===== config.mk =====
export PLATFORM = sky130hd
export DESIGN_NAME = dma_completion
export DESIGN_NICKNAME = d
export VERILOG_FILES = /design/src/hdl/dma_axi_pkg.sv /design/src/hdl/dma_cmd_pkg.sv /design/src/hdl/dma_fifo.sv /design/src/hdl/dma_completion.sv
export SDC_FILE = /design/constraint.sdc
export NUM_CORES = 1
export LEC_CHECK = 0
export BUFFER_PORTS_ARGS = -buffer_cell sky130_fd_sc_hd__buf_2
export CAP_MARGIN = 5
export CORE_ASPECT_RATIO = 1.25
export CORE_MARGIN = 3
export CORE_UTILIZATION = 50
export DETAILED_ROUTE_END_ITERATION = 7
export GPL_ROUTABILITY_DRIVEN = 0
export GPL_TIMING_DRIVEN = 0
export PLACE_DENSITY = 0.67
export SLEW_MARGIN = 20
export SYNTH_ARGS = -nofsm -noshare
export SYNTH_HDL_FRONTEND = slang
export SYNTH_SLANG_ARGS = --single-unit

===== constraint.sdc =====
create_clock -name clk -period 10.31 [get_ports clk]
set_clock_uncertainty 0.15 [all_clocks]
set_input_delay 3.093 -clock clk [delete_from_list [all_inputs] [get_ports clk]]
set_output_delay 3.093 -clock clk [all_outputs]
set_load 0.005 [all_outputs]

===== src/hdl/dma_axi_pkg.sv =====
// AXI port widths and burst constants

package dma_axi_pkg;

	localparam int data_w = 64;
	localparam int addr_w = 64;

	// Every block is one fixed-length burst
	localparam int burst_beats = 8;
	// Length field carries beats minus one
	localparam logic [7:0] burst_len = 8'(burst_beats - 1);
	localparam logic [2:0] beat_size = 3'($clog2(data_w / 8));

	// Byte offset of a block index
	localparam int block_shift = $clog2(burst_beats * data_w / 8);

	localparam int data_depth_log = 5;
	localparam int addr_depth_log = 4;

	// Beat data in the upper bits, last flag in bit 0
	typedef logic [data_w:0] beat_t;
	typedef logic [addr_w-1:0] addr_t;

endpackage


===== src/hdl/dma_cmd_pkg.sv =====
// DMA command and completion records

package dma_cmd_pkg;

	localparam int n_channels = 4;
	localparam int count_w = 9;
	localparam int dram_blk_w = 24;
	localparam int pcie_blk_w = 28;
	// Completed-block counter per channel
	localparam int cnt_w = 64;

	// Software command word, MSB first
	typedef struct packed {
		logic dram_read;
		logic [$clog2(n_channels)-1:0] channel;
		logic [count_w-1:0] count;
		logic [dram_blk_w-1:0] dram_blk;
		logic [pcie_blk_w-1:0] pcie_blk;
	} dma_cmd_t;

	// One entry per block, consumed by its write response
	typedef struct packed {
		logic [$clog2(n_channels)-1:0] channel;
		logic dram_read;
	} cmpl_t;

endpackage


===== src/hdl/dma_fifo.sv =====
`timescale 1ns/1ps
// Show-ahead synchronous FIFO

module dma_fifo #(
	parameter type payload_t = logic,
	parameter int depth_log = 4
) (
	input  logic     clk,
	input  logic     rst,
	input  logic     push,
	input  payload_t din,
	output logic     full,
	input  logic     pop,
	output payload_t dout,
	output logic     empty
);

	localparam int depth = 2 ** depth_log;

	payload_t mem [depth];
	logic [depth_log-1:0] wr_ptr;
	logic [depth_log-1:0] rd_ptr;
	logic [depth_log:0] level;
	logic do_push;
	logic do_pop;

	assign do_push = push && !full;
	assign do_pop = pop && !empty;

	// Level reaches 2**depth_log only when full
	assign full = level[depth_log];
	assign empty = level == '0;
	assign dout = mem[rd_ptr];

	always_ff @(posedge clk) begin
		if (do_push) begin
			mem[wr_ptr] <= din;
		end
	end

	always_ff @(posedge clk) begin
		if (rst) begin
			wr_ptr <= '0;
			rd_ptr <= '0;
			level <= '0;
		end else begin
			if (do_push) begin
				wr_ptr <= wr_ptr + 1'b1;
			end
			if (do_pop) begin
				rd_ptr <= rd_ptr + 1'b1;
			end
			case ({do_push, do_pop})
				2'b10: level <= level + 1'b1;
				2'b01: level <= level - 1'b1;
				default: level <= level;
			endcase
		end
	end

endmodule


===== src/hdl/dma_completion.sv =====
`timescale 1ns/1ps
// DMA block completion and counters

module dma_completion (
	input  logic                                       clk,
	input  logic                                       rst,
	input  logic                                       cm_push,
	input  dma_cmd_pkg::cmpl_t                         cm_rec,
	output logic                                       cm_full,
	input  logic                                       pcie_bvalid,
	input  logic                                       dram_bvalid,
	input  logic                                       sr_valid,
	input  logic                                       sr_write,
	input  logic [$clog2(dma_cmd_pkg::n_channels)-1:0] sr_addr,
	output logic                                       sr_rvalid,
	output logic [dma_cmd_pkg::cnt_w-1:0]              sr_rdata
);

	import dma_axi_pkg::*;
	import dma_cmd_pkg::*;

	cmpl_t head;
	logic cq_empty;
	logic cq_pop;
	// Index 0 is the DRAM destination, 1 the PCIe destination
	logic [1:0] b_valid;
	logic [1:0] b_take;
	logic [addr_depth_log:0] creds [2];
	logic [cnt_w-1:0] counts [n_channels];

	dma_fifo #(
		.payload_t(cmpl_t),
		.depth_log(addr_depth_log)
	) cmpl_q (
		.clk(clk),
		.rst(rst),
		.push(cm_push),
		.din(cm_rec),
		.full(cm_full),
		.pop(cq_pop),
		.dout(head),
		.empty(cq_empty)
	);

	assign b_valid = {pcie_bvalid, dram_bvalid};

	// A DRAM read completes on the PCIe side
	assign cq_pop = !cq_empty && (creds[head.dram_read] != '0);
	assign b_take = {cq_pop && head.dram_read, cq_pop && !head.dram_read};

	always_ff @(posedge clk) begin
		for (int i = 0; i < 2; i++) begin
			if (rst) begin
				creds[i] <= '0;
			end else if (b_valid[i] && !b_take[i]) begin
				creds[i] <= creds[i] + 1'b1;
			end else if (b_take[i] && !b_valid[i]) begin
				creds[i] <= creds[i] - 1'b1;
			end
		end
	end

	always_ff @(posedge clk) begin
		for (int c = 0; c < n_channels; c++) begin
			if (rst) begin
				counts[c] <= '0;
			end else if (cq_pop && int'(head.channel) == c) begin
				counts[c] <= counts[c] + 1'b1;
			end
		end
	end

	// Register reads answer on the next cycle
	always_ff @(posedge clk) begin
		if (rst) begin
			sr_rvalid <= 1'b0;
		end else begin
			sr_rvalid <= sr_valid && !sr_write;
		end
	end

	always_ff @(posedge clk) begin
		sr_rdata <= counts[sr_addr];
	end

endmodule


Word level (Yosys, flattened, before mapping):

Memory sizes are Yosys's and may differ from the RTL's. A register that Yosys moved wholly into a read port is not among the register bits.
Index checks and enable logic that the tools add are counted.

* $add $sub $neg: 12
* eq/ne operators: 5
* multiplexer cells: 41
* bitwise operators: 8
* reduce and logical (&&, ||, !) cells: 26

Operator list (count)
* 64-bit by 1-bit adder with 64-bit output (second input constant): 4
* 64-bit two-way mux: 4
* 1-bit two-way mux: 30
* 5-bit two-way mux: 4
* 5-bit by 1-bit adder with 5-bit output (second input constant): 3
* 5-bit by 1-bit subtractor with 5-bit output (second input constant): 3
* 1-bit logical AND: 14
* 5-bit one-hot mux with 2 select lines: 1
* 4-bit by 1-bit adder with 4-bit output (second input constant): 2
* 1-bit zero test: 8
* 4-bit two-way mux: 2
* 1-bit OR: 8
* 2-bit == test (second input constant): 3
* 5-bit zero test: 1
* 5-bit nonzero test: 1
* 2-bit by 1-bit == test with 1-bit output (second input constant): 2
* 2-bit zero test: 1
* 2-bit nonzero test: 1

* register bits after elaboration: 14
* memory bits (writable): 314
* output and inout port bits: 66
* word-level logic and storage cells: 99
* memories kept: 3

Memory list
* counts: depth 4, width 64, read ports 5, clocked after memory_dff 1, write ports 4, line dma_completion.sv:29 `logic [cnt_w-1:0] counts [n_channels];`
* cmpl_q.mem: depth 16, width 3, read ports 1, clocked after memory_dff 1, write ports 1, line dma_fifo.sv:20 `payload_t mem [depth];`
* creds: depth 2, width 5, read ports 3, clocked after memory_dff 0, write ports 2, line dma_completion.sv:28 `logic [addr_depth_log:0] creds [2];`

Depth between registers and ports, before layout:

* depth in word-level cells: 11
* mapped depth: 15

Hierarchy:

A second synthesis with hierarchy kept.

* cells, all modules: 1820
* area total of the unflattened synthesis: 20628.5 sq um

Modules (own cells, without submodules)
* dma_completion: times used 1, cells an instance 1639, area an instance 17900.9 sq um, seq. area each 9288.9 sq um
* dma_fifo: times used 1, cells an instance 181, area an instance 2727.6 sq um, seq. area each 1781.7 sq um

Least setup slack after synthesis:

Ideal clock, no wire load.

* path type: register to register
* from: register (tool-made name)
* to: memory counts[2][0] (enable)
* setup time: 0.499 ns
* arrival time: 5.142 ns
* required time: 9.661 ns
* setup slack: 4.518 ns
* stages on the path, launching flop included: 8
* buffers on the path: 2
* period minus slack after synthesis: 5.792 ns
* cell sequence: dfxtp_1 -> buf_6 -> mux4_1 -> mux4_2 -> or3b_1 -> buf_6 -> a21bo_1 -> o21bai_1

RTL lines (line)
* end: declaration: dma_completion.sv:29

Final worst setup path:

* from: input port sr_addr[1] in the netlist's numbering
* to: register sr_rdata[34] in the netlist's numbering, read port of counts

RTL lines
* start: declaration: line dma_completion.sv:14 `input logic [$clog2(dma_cmd_pkg::n_channels)-1:0] sr_addr,`
* end: declaration: line dma_completion.sv:16 `output logic [dma_cmd_pkg::cnt_w-1:0] sr_rdata`

No word-level cell between the ends.

==> results.ini <==
[floorplanning]
initial_core_util_pct=50.7
io_pins=78
fp-row-count=83
die-area_um2=44200
die_h_um=234
fp.coreArea_um2=41100
dieWidth_um=189

[pwr]
power-per-cell-area_nw_per_um2=236
irDropWorstVdd_uv=177
leakage_uw=0.00770

[synthesis]
synth_xor_xnor_area_share_pct=10.9
synth.top_cells.by_area=edfxtp_1, dfxtp_1, mux4_2, xnor2_1, nor2_1
synthFlopType=edfxtp_1
synth.avg_cell_area_um2=11.9
yosysTopAreaCell=edfxtp_1
muxShareOfSynthArea_pct=8.86
async_reset_ff_share_pct=0
synth_compound_area_share_pct=0.967
syn-num-nets=1784
ys_types=50
syn_inst=1752
yosysWarnings=0
ys_seq_elements=396
synthSimpleGateAreaFrac_pct=21.8
synth_top_family_by_area=simple AND/OR/NAND/NOR gates
synth_area_um2=20800
synth_top_area_share_pct=45.2
synth_fa_ha_area_share_pct=1.27
yosysSeqAreaShare_pct=53.1
synth_edf_count=314

[critical_path]
critPathKind=input port to flip-flop
startpoint=sr_addr[1]
end_kind=flip-flop
rr_worst_depth=15
cp_num_buf_inv=2
start_kind=input port
cp.required_ps=10580
crit_slowest_cell=clkbuf_1
path_cells=clkbuf_1 -> buf_1 -> mux4_2
path_max_fanout=10
cp_num_cells=3
cpPeakStageDelay_ps=750
cpLargestDelayFamily=buffers and inverters
crit_arrival_ps=5200

[global_route]
grt_pass1_vias=13864
grtUsageTotal_pct=22.4
grt_pass1_wl_mm=77.7
overflow=0
grt_start_max_net_pins=25
antenna_found_initial=0

[detailed_routing]
wl_per_cell_um=20.1
first_pass_iters=5
num_vias=14061
wl_met2_mm=25.6
drtAntennaViolNets=0
met3_length_mm=2.64
wl_met1_mm=19.9
drt_iter0_markers=1181
drt_drc_violations_left=0
wirelength_mm=49.6
highest_layer=met4
via_per_inst=5.70

[timing]
fmax_mhz=203
finalHoldViolCount=0
tightest_slew_ps=1120
slew_viol_final=0
setup_viol=0
relSlewSlack_pct=24.9
whs_ps=375
tns_ps=0
finalWorstPathRequiredPeriod_ps=4930
rsz0062_at_grt=false
finalCritPeriodShare_pct=47.8

[clock_tree]
cts_root_buf=clkbuf_16
cts_resized=0
cts-buffers-inserted=42
cts_setup_buffers=0
clkSinkCount=396
clkLatencyLatePin_ps=560
htreeDepth=2
clk_pin_slew_ps=60
cts.path.max_buffers=3
cts_tree=built
hold_buffers=0

[cells_and_area]
layout.nets=1914
drive_above_1_share_pct=18.4
final_common_cell=edfxtp_1
syn_to_final_growth_pct=13.9
num_antenna_cells=0
final_cell_mix=edfxtp_1, nor2_1, xnor2_1

[min_path]
min_path_cells=2
hold_class=flip-flop to flip-flop
hold_path_startpoint=cmpl_q.rd_ptr[3]

[job]
drv_cap=0

[placement]
io_buffer_count=75
place_hpwl_mm=36.1

[outcome]
status=completed

[routing by layer]
metal / global-route usage [%] / vias up
li1: - / 6599
met1: 27.9 / 6966
met2: 40.5 / 402
met3: 3.35 / 94
met4: 7.24 / 0
met5: 0 / -
[Yosys cell counts (3+ instances only)]
library cell	number
edfxtp_1	314
nor2_1	290
xnor2_1	143
xor2_1	116
nand2_1	110
nand3_1	109
dfxtp_1	82
nor2_4	78
mux4_2	70
nor3_1	67
nand4_1	53
inv_1	50
and3_1	43
nor4_1	34
clkbuf_1	24
and4_1	18
ha_1	18
or3_1	14
buf_2	13
a21oi_1	11
buf_6	10
mux4_1	8
buf_1	7
nand2b_1	7
and2_1	6
buf_12	6
mux2i_1	6
nor2b_1	6
a21o_1	4
o21bai_1	4
clkbuf_8	3
nor3b_1	3
or2_1	3
[metrics by stage]
step	utilization (%)	total power, µW	cell area, µm²	setup slack, ps	cells
floorplan	-	3510	20800	4520	1752
global placement	53.3	3950	21900	2320	2379
detailed placement	54.1	4030	22300	4770	2390
CTS	57.7	5630	23700	5350	2468
global route	57.7	5860	23700	5150	2468
finish	57.7	5590	23700	5380	2468
[flip-flops by register name (all words and copies together) (netlist names), named ones only]
name and count:
creds 10, sr_rdata 64, cmpl_q.level 5, cmpl_q.wr_ptr 4
counts 256, sr_rvalid 1, cmpl_q.rd_ptr 4, cmpl_q.mem 48
[path summary, 6_finish.rpt]
kind	end	slack, ps
worst max-delay path	sr_rdata[34]	5380
worst min-delay path	cmpl_q.rd_ptr[3]	370
worst max register to register	cmpl_q.level[4]	6210
worst min register to register	cmpl_q.rd_ptr[3]	370
[layout make-up]
type | instances | area, µm²
tap | 552 | 691
sequential | 396 | 11100
buffer | 63 | 455
clock buffer | 64 | 1330
timing repair buffer | 86 | 656
clock inverter | 14 | 129
inverter | 50 | 188
fill | 3412 | 17400
multi-input combinational | 1243 | 9220
[worst register-to-register path, stage by stage, from the launching register on]
cell and delay (ps):
dfxtp_1 320, buf_6 140, mux4_1 560, mux4_2 520, or3b_1 410, buf_6 150, nand2_1 140, ha_1 270
inv_1 110, fa_1 390, nor2b_1 150, o21ai_0 110, and3_1 190, nor3_1 180, xnor2_1 140, nor2_1 50
[where the power goes]
part           internal [µW]  leakage, µW  switching (µW)
clock                    943     0.000722             643
combinational            619      0.00308             730
sequential              2220      0.00390             438
[logic make-up (layout without fill, tap and decap cells)]
logic type               count (synthesis)  after routing
AND/OR/NAND/NOR                        850            850
flip-flops                             396            396
multiplexers                            84             84
XOR/XNOR                               259            259
AO/OA/AOI/OAI                           30             30
adder cells (fa/ha/maj)                 20             20
buffers and inverters                  113            277
(Power assumes the default switching activity.)
