$ cat config.mk
export PLATFORM = sky130hd
export DESIGN_NAME = dma_cmd_decode
export DESIGN_NICKNAME = d
export VERILOG_FILES = /design/src/hdl/dma_axi_pkg.sv /design/src/hdl/dma_cmd_pkg.sv /design/src/hdl/dma_fifo.sv /design/src/hdl/dma_cmd_decode.sv
export SDC_FILE = /design/constraint.sdc
export NUM_CORES = 1
export LEC_CHECK = 0
export ABC_CLOCK_PERIOD_IN_PS = 7100
export BUFFER_PORTS_ARGS = -buffer_cell sky130_fd_sc_hd__buf_2
export CORE_ASPECT_RATIO = 0.6
export CORE_MARGIN = 2
export CORE_UTILIZATION = 45
export DETAILED_ROUTE_END_ITERATION = 7
export SLEW_MARGIN = 5
export SYNTH_ARGS = -nofsm -noshare
export SYNTH_HDL_FRONTEND = slang
export SYNTH_SLANG_ARGS = --single-unit
export TNS_END_PERCENT = 100
$ cat constraint.sdc
create_clock -name clk -period 7.1 [get_ports clk]
set_input_delay 0 -clock clk [delete_from_list [all_inputs] [get_ports clk]]
set_output_delay 0 -clock clk [all_outputs]
set_load 0.02 [all_outputs]
$ cat src/hdl/dma_axi_pkg.sv
// AXI port widths and burst constants

package dma_axi_pkg;

	localparam int data_w = 64;
	localparam int addr_w = 64;

	// Every block is one fixed-length burst
	localparam int burst_beats = 8;
	// Length field carries beats minus one
	localparam logic [7:0] burst_len = 8'(burst_beats - 1);
	localparam logic [2:0] beat_size = 3'($clog2(data_w / 8));

	// Byte offset of a block index
	localparam int block_shift = $clog2(burst_beats * data_w / 8);

	localparam int data_depth_log = 5;
	localparam int addr_depth_log = 4;

	// Beat data in the upper bits, last flag in bit 0
	typedef logic [data_w:0] beat_t;
	typedef logic [addr_w-1:0] addr_t;

endpackage

$ cat src/hdl/dma_cmd_pkg.sv
// DMA command and completion records

package dma_cmd_pkg;

	localparam int n_channels = 4;
	localparam int count_w = 9;
	localparam int dram_blk_w = 24;
	localparam int pcie_blk_w = 28;
	// Completed-block counter per channel
	localparam int cnt_w = 64;

	// Software command word, MSB first
	typedef struct packed {
		logic dram_read;
		logic [$clog2(n_channels)-1:0] channel;
		logic [count_w-1:0] count;
		logic [dram_blk_w-1:0] dram_blk;
		logic [pcie_blk_w-1:0] pcie_blk;
	} dma_cmd_t;

	// One entry per block, consumed by its write response
	typedef struct packed {
		logic [$clog2(n_channels)-1:0] channel;
		logic dram_read;
	} cmpl_t;

endpackage

$ cat src/hdl/dma_fifo.sv
`timescale 1ns/1ps
// Show-ahead synchronous FIFO

module dma_fifo #(
	parameter type payload_t = logic,
	parameter int depth_log = 4
) (
	input  logic     clk,
	input  logic     rst,
	input  logic     push,
	input  payload_t din,
	output logic     full,
	input  logic     pop,
	output payload_t dout,
	output logic     empty
);

	localparam int depth = 2 ** depth_log;

	payload_t mem [depth];
	logic [depth_log-1:0] wr_ptr;
	logic [depth_log-1:0] rd_ptr;
	logic [depth_log:0] level;
	logic do_push;
	logic do_pop;

	assign do_push = push && !full;
	assign do_pop = pop && !empty;

	// Level reaches 2**depth_log only when full
	assign full = level[depth_log];
	assign empty = level == '0;
	assign dout = mem[rd_ptr];

	always_ff @(posedge clk) begin
		if (do_push) begin
			mem[wr_ptr] <= din;
		end
	end

	always_ff @(posedge clk) begin
		if (rst) begin
			wr_ptr <= '0;
			rd_ptr <= '0;
			level <= '0;
		end else begin
			if (do_push) begin
				wr_ptr <= wr_ptr + 1'b1;
			end
			if (do_pop) begin
				rd_ptr <= rd_ptr + 1'b1;
			end
			case ({do_push, do_pop})
				2'b10: level <= level + 1'b1;
				2'b01: level <= level - 1'b1;
				default: level <= level;
			endcase
		end
	end

endmodule

$ cat src/hdl/dma_cmd_decode.sv
`timescale 1ns/1ps
// DMA command queue and block sequencer

module dma_cmd_decode (
	input  logic                   clk,
	input  logic                   rst,
	input  logic                   sr_valid,
	input  logic                   sr_write,
	input  dma_cmd_pkg::dma_cmd_t  sr_wdata,
	output logic                   pcie_arvalid,
	output dma_axi_pkg::addr_t     pcie_araddr,
	output logic [7:0]             pcie_arlen,
	output logic [2:0]             pcie_arsize,
	input  logic                   pcie_arready,
	output logic                   dram_arvalid,
	output dma_axi_pkg::addr_t     dram_araddr,
	output logic [7:0]             dram_arlen,
	output logic [2:0]             dram_arsize,
	input  logic                   dram_arready,
	output logic                   wa_push,
	output dma_axi_pkg::addr_t     wa_addr,
	output logic                   wa_to_pcie,
	input  logic                   wa_full,
	output logic                   cm_push,
	output dma_cmd_pkg::cmpl_t     cm_rec,
	input  logic                   cm_full
);

	import dma_axi_pkg::*;
	import dma_cmd_pkg::*;

	typedef enum logic [1:0] {st_idle, st_issue, st_addr, st_record} state_t;

	state_t state;
	dma_cmd_t cmd;
	dma_cmd_t cq_dout;
	logic cq_push;
	logic cq_pop;
	logic cq_full;
	logic cq_empty;
	logic src_arready;
	addr_t dram_addr;
	addr_t pcie_addr;

	// Writes arriving while the queue is full are lost
	assign cq_push = sr_valid && sr_write && !cq_full;
	assign cq_pop = (state == st_idle) && !cq_empty;

	dma_fifo #(
		.payload_t(dma_cmd_t),
		.depth_log(addr_depth_log)
	) cmd_q (
		.clk(clk),
		.rst(rst),
		.push(cq_push),
		.din(sr_wdata),
		.full(cq_full),
		.pop(cq_pop),
		.dout(cq_dout),
		.empty(cq_empty)
	);

	assign dram_addr = addr_t'(cmd.dram_blk) << block_shift;
	assign pcie_addr = addr_t'(cmd.pcie_blk) << block_shift;

	// Read burst goes to the source side of the command
	assign pcie_arvalid = (state == st_issue) && !cmd.dram_read;
	assign pcie_araddr = pcie_addr;
	assign pcie_arlen = burst_len;
	assign pcie_arsize = beat_size;
	assign dram_arvalid = (state == st_issue) && cmd.dram_read;
	assign dram_araddr = dram_addr;
	assign dram_arlen = burst_len;
	assign dram_arsize = beat_size;
	assign src_arready = cmd.dram_read ? dram_arready : pcie_arready;

	// Destination address, then the completion record
	assign wa_push = (state == st_addr) && !wa_full;
	assign wa_addr = cmd.dram_read ? pcie_addr : dram_addr;
	assign wa_to_pcie = cmd.dram_read;
	assign cm_push = (state == st_record) && !cm_full;
	assign cm_rec.channel = cmd.channel;
	assign cm_rec.dram_read = cmd.dram_read;

	always_ff @(posedge clk) begin
		if (rst) begin
			state <= st_idle;
		end else begin
			case (state)
				st_idle: begin
					if (cq_pop) begin
						state <= st_issue;
					end
				end
				st_issue: begin
					if (src_arready) begin
						state <= st_addr;
					end
				end
				st_addr: begin
					if (wa_push) begin
						state <= st_record;
					end
				end
				default: begin
					// Count holds blocks remaining minus one
					if (cm_push) begin
						state <= (cmd.count == '0) ? st_idle : st_issue;
					end
				end
			endcase
		end
	end

	// Step to the next block once its record is queued
	always_ff @(posedge clk) begin
		if (cq_pop) begin
			cmd <= cq_dout;
		end else if (cm_push) begin
			cmd.count <= cmd.count - 1'b1;
			cmd.dram_blk <= cmd.dram_blk + 1'b1;
			cmd.pcie_blk <= cmd.pcie_blk + 1'b1;
		end
	end

endmodule

* Word-level counts from Yosys, hierarchy flattened
Memories as Yosys holds them, arrays and structs flattened. A register that Yosys moved wholly into a read port is not among the register bits.
Index checks and enable logic that the tools add are counted.
** Operators by class
- Reduce and logical (&&, ||, !) cells :: 21
- Mux-type cells :: 15
- Equal/unequal tests :: 8
- Add/subtract/negate cells :: 7
** Operator list (count)
- 61-bit two-way mux :: 2
- 34-bit two-way mux :: 1
- 28-bit by 1-bit adder with 28-bit output, second input constant :: 1
- 24-bit by 1-bit adder with 24-bit output, second input constant :: 1
- 5-bit case mux with 2 select lines :: 1
- 1-bit logical AND :: 9
- 9-bit logical NOT :: 1
- 9-bit by 1-bit subtractor with 9-bit output, second input constant :: 1
- 4-bit by 1-bit adder with 4-bit output, second input constant :: 2
- 2-bit two-way mux :: 4
- 4-bit two-way mux :: 2
- 2-bit == test, second input constant :: 3
- 2-bit case mux with 3 select lines :: 1
- 5-bit by 1-bit adder with 5-bit output, second input constant :: 1
- 1-bit logical NOT :: 5
- 5-bit logical NOT :: 1
- 5-bit by 1-bit subtractor with 5-bit output, second input constant :: 1
- 2-bit by 1-bit == test with 1-bit output, second input constant :: 2
- 1-bit two-way mux :: 4
- 2-bit != test, second input constant :: 2
- 4-bit AND reduction :: 1
- 2-bit nonzero test :: 2
- 4-bit nonzero test :: 1
- 2-bit logical NOT :: 1
- 2-bit by 1-bit != test with 1-bit output, second input constant :: 1
** Storage, ports and cells
- Input bits :: 72
- Output and inout bits :: 222
- Memories :: 1
- Flip-flop bits (word level) :: 79
- Logic and storage cells :: 61
- RAM bits :: 1024
** Memories
- cmd_q.mem :: words 16, width 64, rd ports 1, clocked after memory_dff 1, write ports 1, line dma_fifo.sv:20 : payload_t mem [depth];

* Longest topological paths before layout
- Depth in word-level cells :: 6
- Mapped depth :: 14
- Gate-level depth less buffers :: 11

* Cells and area by module
Synthesis repeated with hierarchy kept, for this count alone.
** Second synthesis, totals
- Cell total of the unflattened synthesis :: 2162
- Area total of the unflattened synthesis :: 45118.3 sq um
** By module, submodules not included
- dma_fifo :: cells each 1531, times used 1, area each 39512.9 sq um, seq. area each 31089.8 sq um
- dma_cmd_decode :: cells each 631, times used 1, area each 5605.4 sq um, seq. area each 1961.9 sq um

* Worst setup path after synthesis
Ideal clock, no wire load.
- Kind :: register to register
- Start :: reg cmd_q.level[4]
- End :: mem cmd_q.mem[3][0] in the netlist's numbering (enable)
- Buffers on the path :: 1
- Slack :: 1.194 ns
- Library setup time :: 0.565 ns
- Stages on the path, launching flop included :: 5
- Data required time :: 6.535 ns
- Data arrival time :: 5.341 ns
- Period minus slack after synthesis :: 5.906 ns
- Cells stage by stage :: dfxtp_1 and3b_1 clkbuf_1 nand2_1 nor3_1
** Between the ends
- Longest elaborated chain between the ends :: 5
** RTL lines
- from (decl) :: line dma_fifo.sv:23 : logic [depth_log:0] level;
- from (signal assigned) :: line dma_fifo.sv:54 : 2'b10: level <= level + 1'b1;
- from (signal assigned) :: line dma_fifo.sv:55 : 2'b01: level <= level - 1'b1;
- from (signal assigned) :: line dma_fifo.sv:56 : default: level <= level;
- 1-bit logical NOT * :: line dma_fifo.sv:27, dma_cmd_decode.sv:46
- 1-bit logical AND :: line dma_cmd_decode.sv:46 : assign cq_push = sr_valid && sr_write && !cq_full;
- 1-bit logical AND * :: line dma_fifo.sv:27 : assign do_push = push && !full;
- 1-bit two-way mux * :: line dma_fifo.sv:36 : if (do_push) begin
- 1-bit two-way mux (implied by the code) * :: line dma_fifo.sv:37 : mem[wr_ptr] <= din;
- to (decl) :: line dma_fifo.sv:20
Every way passes the cells marked *; elsewhere a longest branch is shown, timed or not.

* Final worst setup path
- Start :: reg cmd_q.level[4]
- End :: mem cmd_q.mem[7][58] in the netlist's numbering (enable)
The elaborated chain is that of the path after synthesis.

==> metrics.txt <==
clock slew at reported path FFs 70 ps; Synth cell types 55; setup TNS 0 ps; post-route ant nets 0; Syn Std Cell Area 0.0450 mm²; Crit. End Element register; GP Congestion 0.784; die height 249 µm; Slew @ Worst Pin 1380 ps; max_slew headroom 0.0760; share of cells above drive strength 1 0.275; gate count of the mapped netlist 2219; Final Cell Area 0.0505 mm²; Row Count 89; first-iteration detailed-routing DRC count 2476; Area growth, synth to finish 12.2%; maximum vdd drop 0.224 mV; Total Nets Final 2516; leading register cell type out of synthesis edfxtp_1; FFs w/ async S/R, synth 0; Detailed Route WL 114000 µm; Clk network pwr share 0.302; htree depth 3; Setup Skew 24.3 ps; combinational fraction of design power 0.234; number of synthesized register bits 1107; Req. time, crit path 7390 ps; setup bufs post-CTS 0; Avg Cell Area, Syn 20.3 µm²; Static Leak 0.0159 µW; yosys synthesis warning count 0; Initial Util 0.456; first-pass GRT wire length 163000 µm; sequential share of power 0.463; first drt pass iteration count 7; crit-path max FO 47; Post-synth EDFFs 1088; clk buf depth 3; WL per Instance 29.8 µm; worst slack, placed 3740 ps; Clock Latency Late Sink 700 ps; status complete, no violations; Achievable Freq 0.297 GHz; final setup vio count 0; CP Class register to register; top post-synthesis cells by area edfxtp_1 (73%), mux4_2 (13%), buf_4 (3.5%); max capacitance violation total 0; CTS buffer count 100; largest net degree at the start of global routing 130; RSZ-0062 raised after global routing false; Core Box Area 0.0987 mm²; worst hold slack 189 ps; vias in the first global route 22286; Root Buffer clkbuf_16; setup ws final 3730 ps; Final min period 3370 ps; min-delay worst type input pin to register; Crit-path slowest cell buf_4; Reg area 0.0331 mm²; Crit path max-delay family simple AND/OR/NAND/NOR gates; Max Slew Vio Count 0; fin crit share 0.474; GRT Util Overall 0.222; final core utilization 0.511; Post-synth top cells edfxtp_1 (1088), mux4_2 (269), buf_4 (207); Seq/Total Area, Yosys 0.735; CP Cell Sequence and3b_1 > nand2_1 > nor2_4 > buf_4; Sw Ratio 0.305; Via Count 22362; remaining global-route overflow 0; net load switching power 5430 µW; Port-buffer cells 159; Crit path largest cell delay 960 ps; chip width 412 µm; Top Ports 294; footprint of the multi-input gates 0.0105 mm²; DRC violations left 0; internal power 12400 µW; Synth top area share 0.726; TritonCTS clock tree yes; startpoint type of the worst setup path register; DIE AREA 0.103 mm²; Synth area leader edfxtp_1; CTS Sinks 1107; initial antenna violation count 2; routed vias/inst 5.83; HPWL Detailed 63500 µm; count leader, synth edfxtp_1; DP Area 0.0465 mm²; crit path DAT 3660 ps; Buf/Inv on CP 1; Fill cells 7854; pwr/cell area 353 mW/mm²; final hold viol count 0; Resized Gates After CTS 0
## per-stage QoR
stage | total power [µW] | instances
5_1_grt | 18500 | 3836
2_1_floorplan | 11300 | 2351
3_5_place_dp | 12500 | 3574
4_1_cts | 18000 | 3836
6_report | 17800 | 3837
3_3_place_gp | 12500 | 3574
## cells by family after synthesis
| logic type | Yosys count | share of synthesized area |
|---|---|---|
| simple gates | 215 | 0.0262 |
| flops | 1107 | 0.735 |
| other cells | 2 | 0.000167 |
| xor+xnor | 60 | 0.0117 |
| fa+ha+maj | 15 | 0.00417 |
| buf+inv | 312 | 0.0448 |
| compound gates | 153 | 0.0231 |
| mux | 355 | 0.155 |
## layout by cell type, fill, tap and decap left out, types with 9 or more instances in the layout
cell type,instances
mux2_2,44
nor2_4,12
clkinv_2,21
o21ai_1,9
clkinv_1,23
mux2i_1,42
dfxtp_1,15
nor2_1,24
ha_1,15
nand2_1,39
xnor2_1,27
nand3_1,20
nor2b_1,29
inv_1,13
a21oi_1,34
o22ai_1,16
a211oi_1,24
nand4_1,15
xor2_1,33
buf_4,36
buf_2,159
mux4_2,269
a22oi_1,20
nor3_1,9
conb_1,134
clkbuf_16,103
edfxtp_1,1088
dlygate4sd3_1,72
a221oi_1,22
and3_1,18
clkbuf_1,23
## routing by layer
metal | GRT usage | vias to the layer above | part of all wire
met5 | 0 | - | 0.00011
met4 | 0.0627 | 2 | 0.026
met3 | 0.0503 | 164 | 0.079
met2 | 0.333 | 911 | 0.46
met1 | 0.329 | 12098 | 0.43
li1 | - | 9187 | -
## layout make-up
| cell class | instances | area share |
|---|---|---|
| sequential | 1107 | 0.655 |
| multi-input combinational | 932 | 0.209 |
| antenna | 1 | 0.0000496 |
| inverter | 14 | 0.00104 |
| clock buffer | 130 | 0.0539 |
| timing repair buffer | 274 | 0.0382 |
| tap | 1319 | 0.0327 |
| clock inverter | 60 | 0.0102 |
## power by group through the flow
stage	sequential [µW]	clock (µW)	combinational, µW
2_1_floorplan	7990	0	3260
3_3_place_gp	8390	0	4070
3_5_place_dp	8400	0	4140
4_1_cts	8270	5480	4200
5_1_grt	8290	5740	4450
6_report	8260	5390	4180
## final timing paths
check / start / endpoint / slack (ps) / depth (start not counted)
setup / recovery: cmd_q.level[4] / cmd_q.mem[7][58] / 3730 / 4
hold / removal: sr_valid / cmd_q.wr_ptr[0] / 190 / 5
setup reg to reg: cmd_q.level[4] / cmd_q.mem[7][58] / 3730 / 4
hold reg to reg: cmd_q.rd_ptr[3] / cmd_q.rd_ptr[3] / 510 / 2
## worst min-delay path: stages
cell and delay [ps]:
buf_2 100, and3b_1 310, inv_1 230, nand2_1 80, a21oi_1 120
## flip-flops by register name, indices dropped and copies added, names as in the netlist, named ones only
signal / cells
cmd_q.wr_ptr: 4
state: 2
cmd_q.mem: 1024
cmd: 9
cmd_q.rd_ptr: 4
cmd_q.level: 5
pcie_araddr: 28
cm_rec: 2
dram_araddr: 24
wa_to_pcie: 1
## repair_timing
action	4_1_cts	5_1_grt
setup endpoints to repair	0	0
hold buffers	72	0
hold endpoints to repair	1047	0
Note: power is estimated with default switching activity, not from simulation.
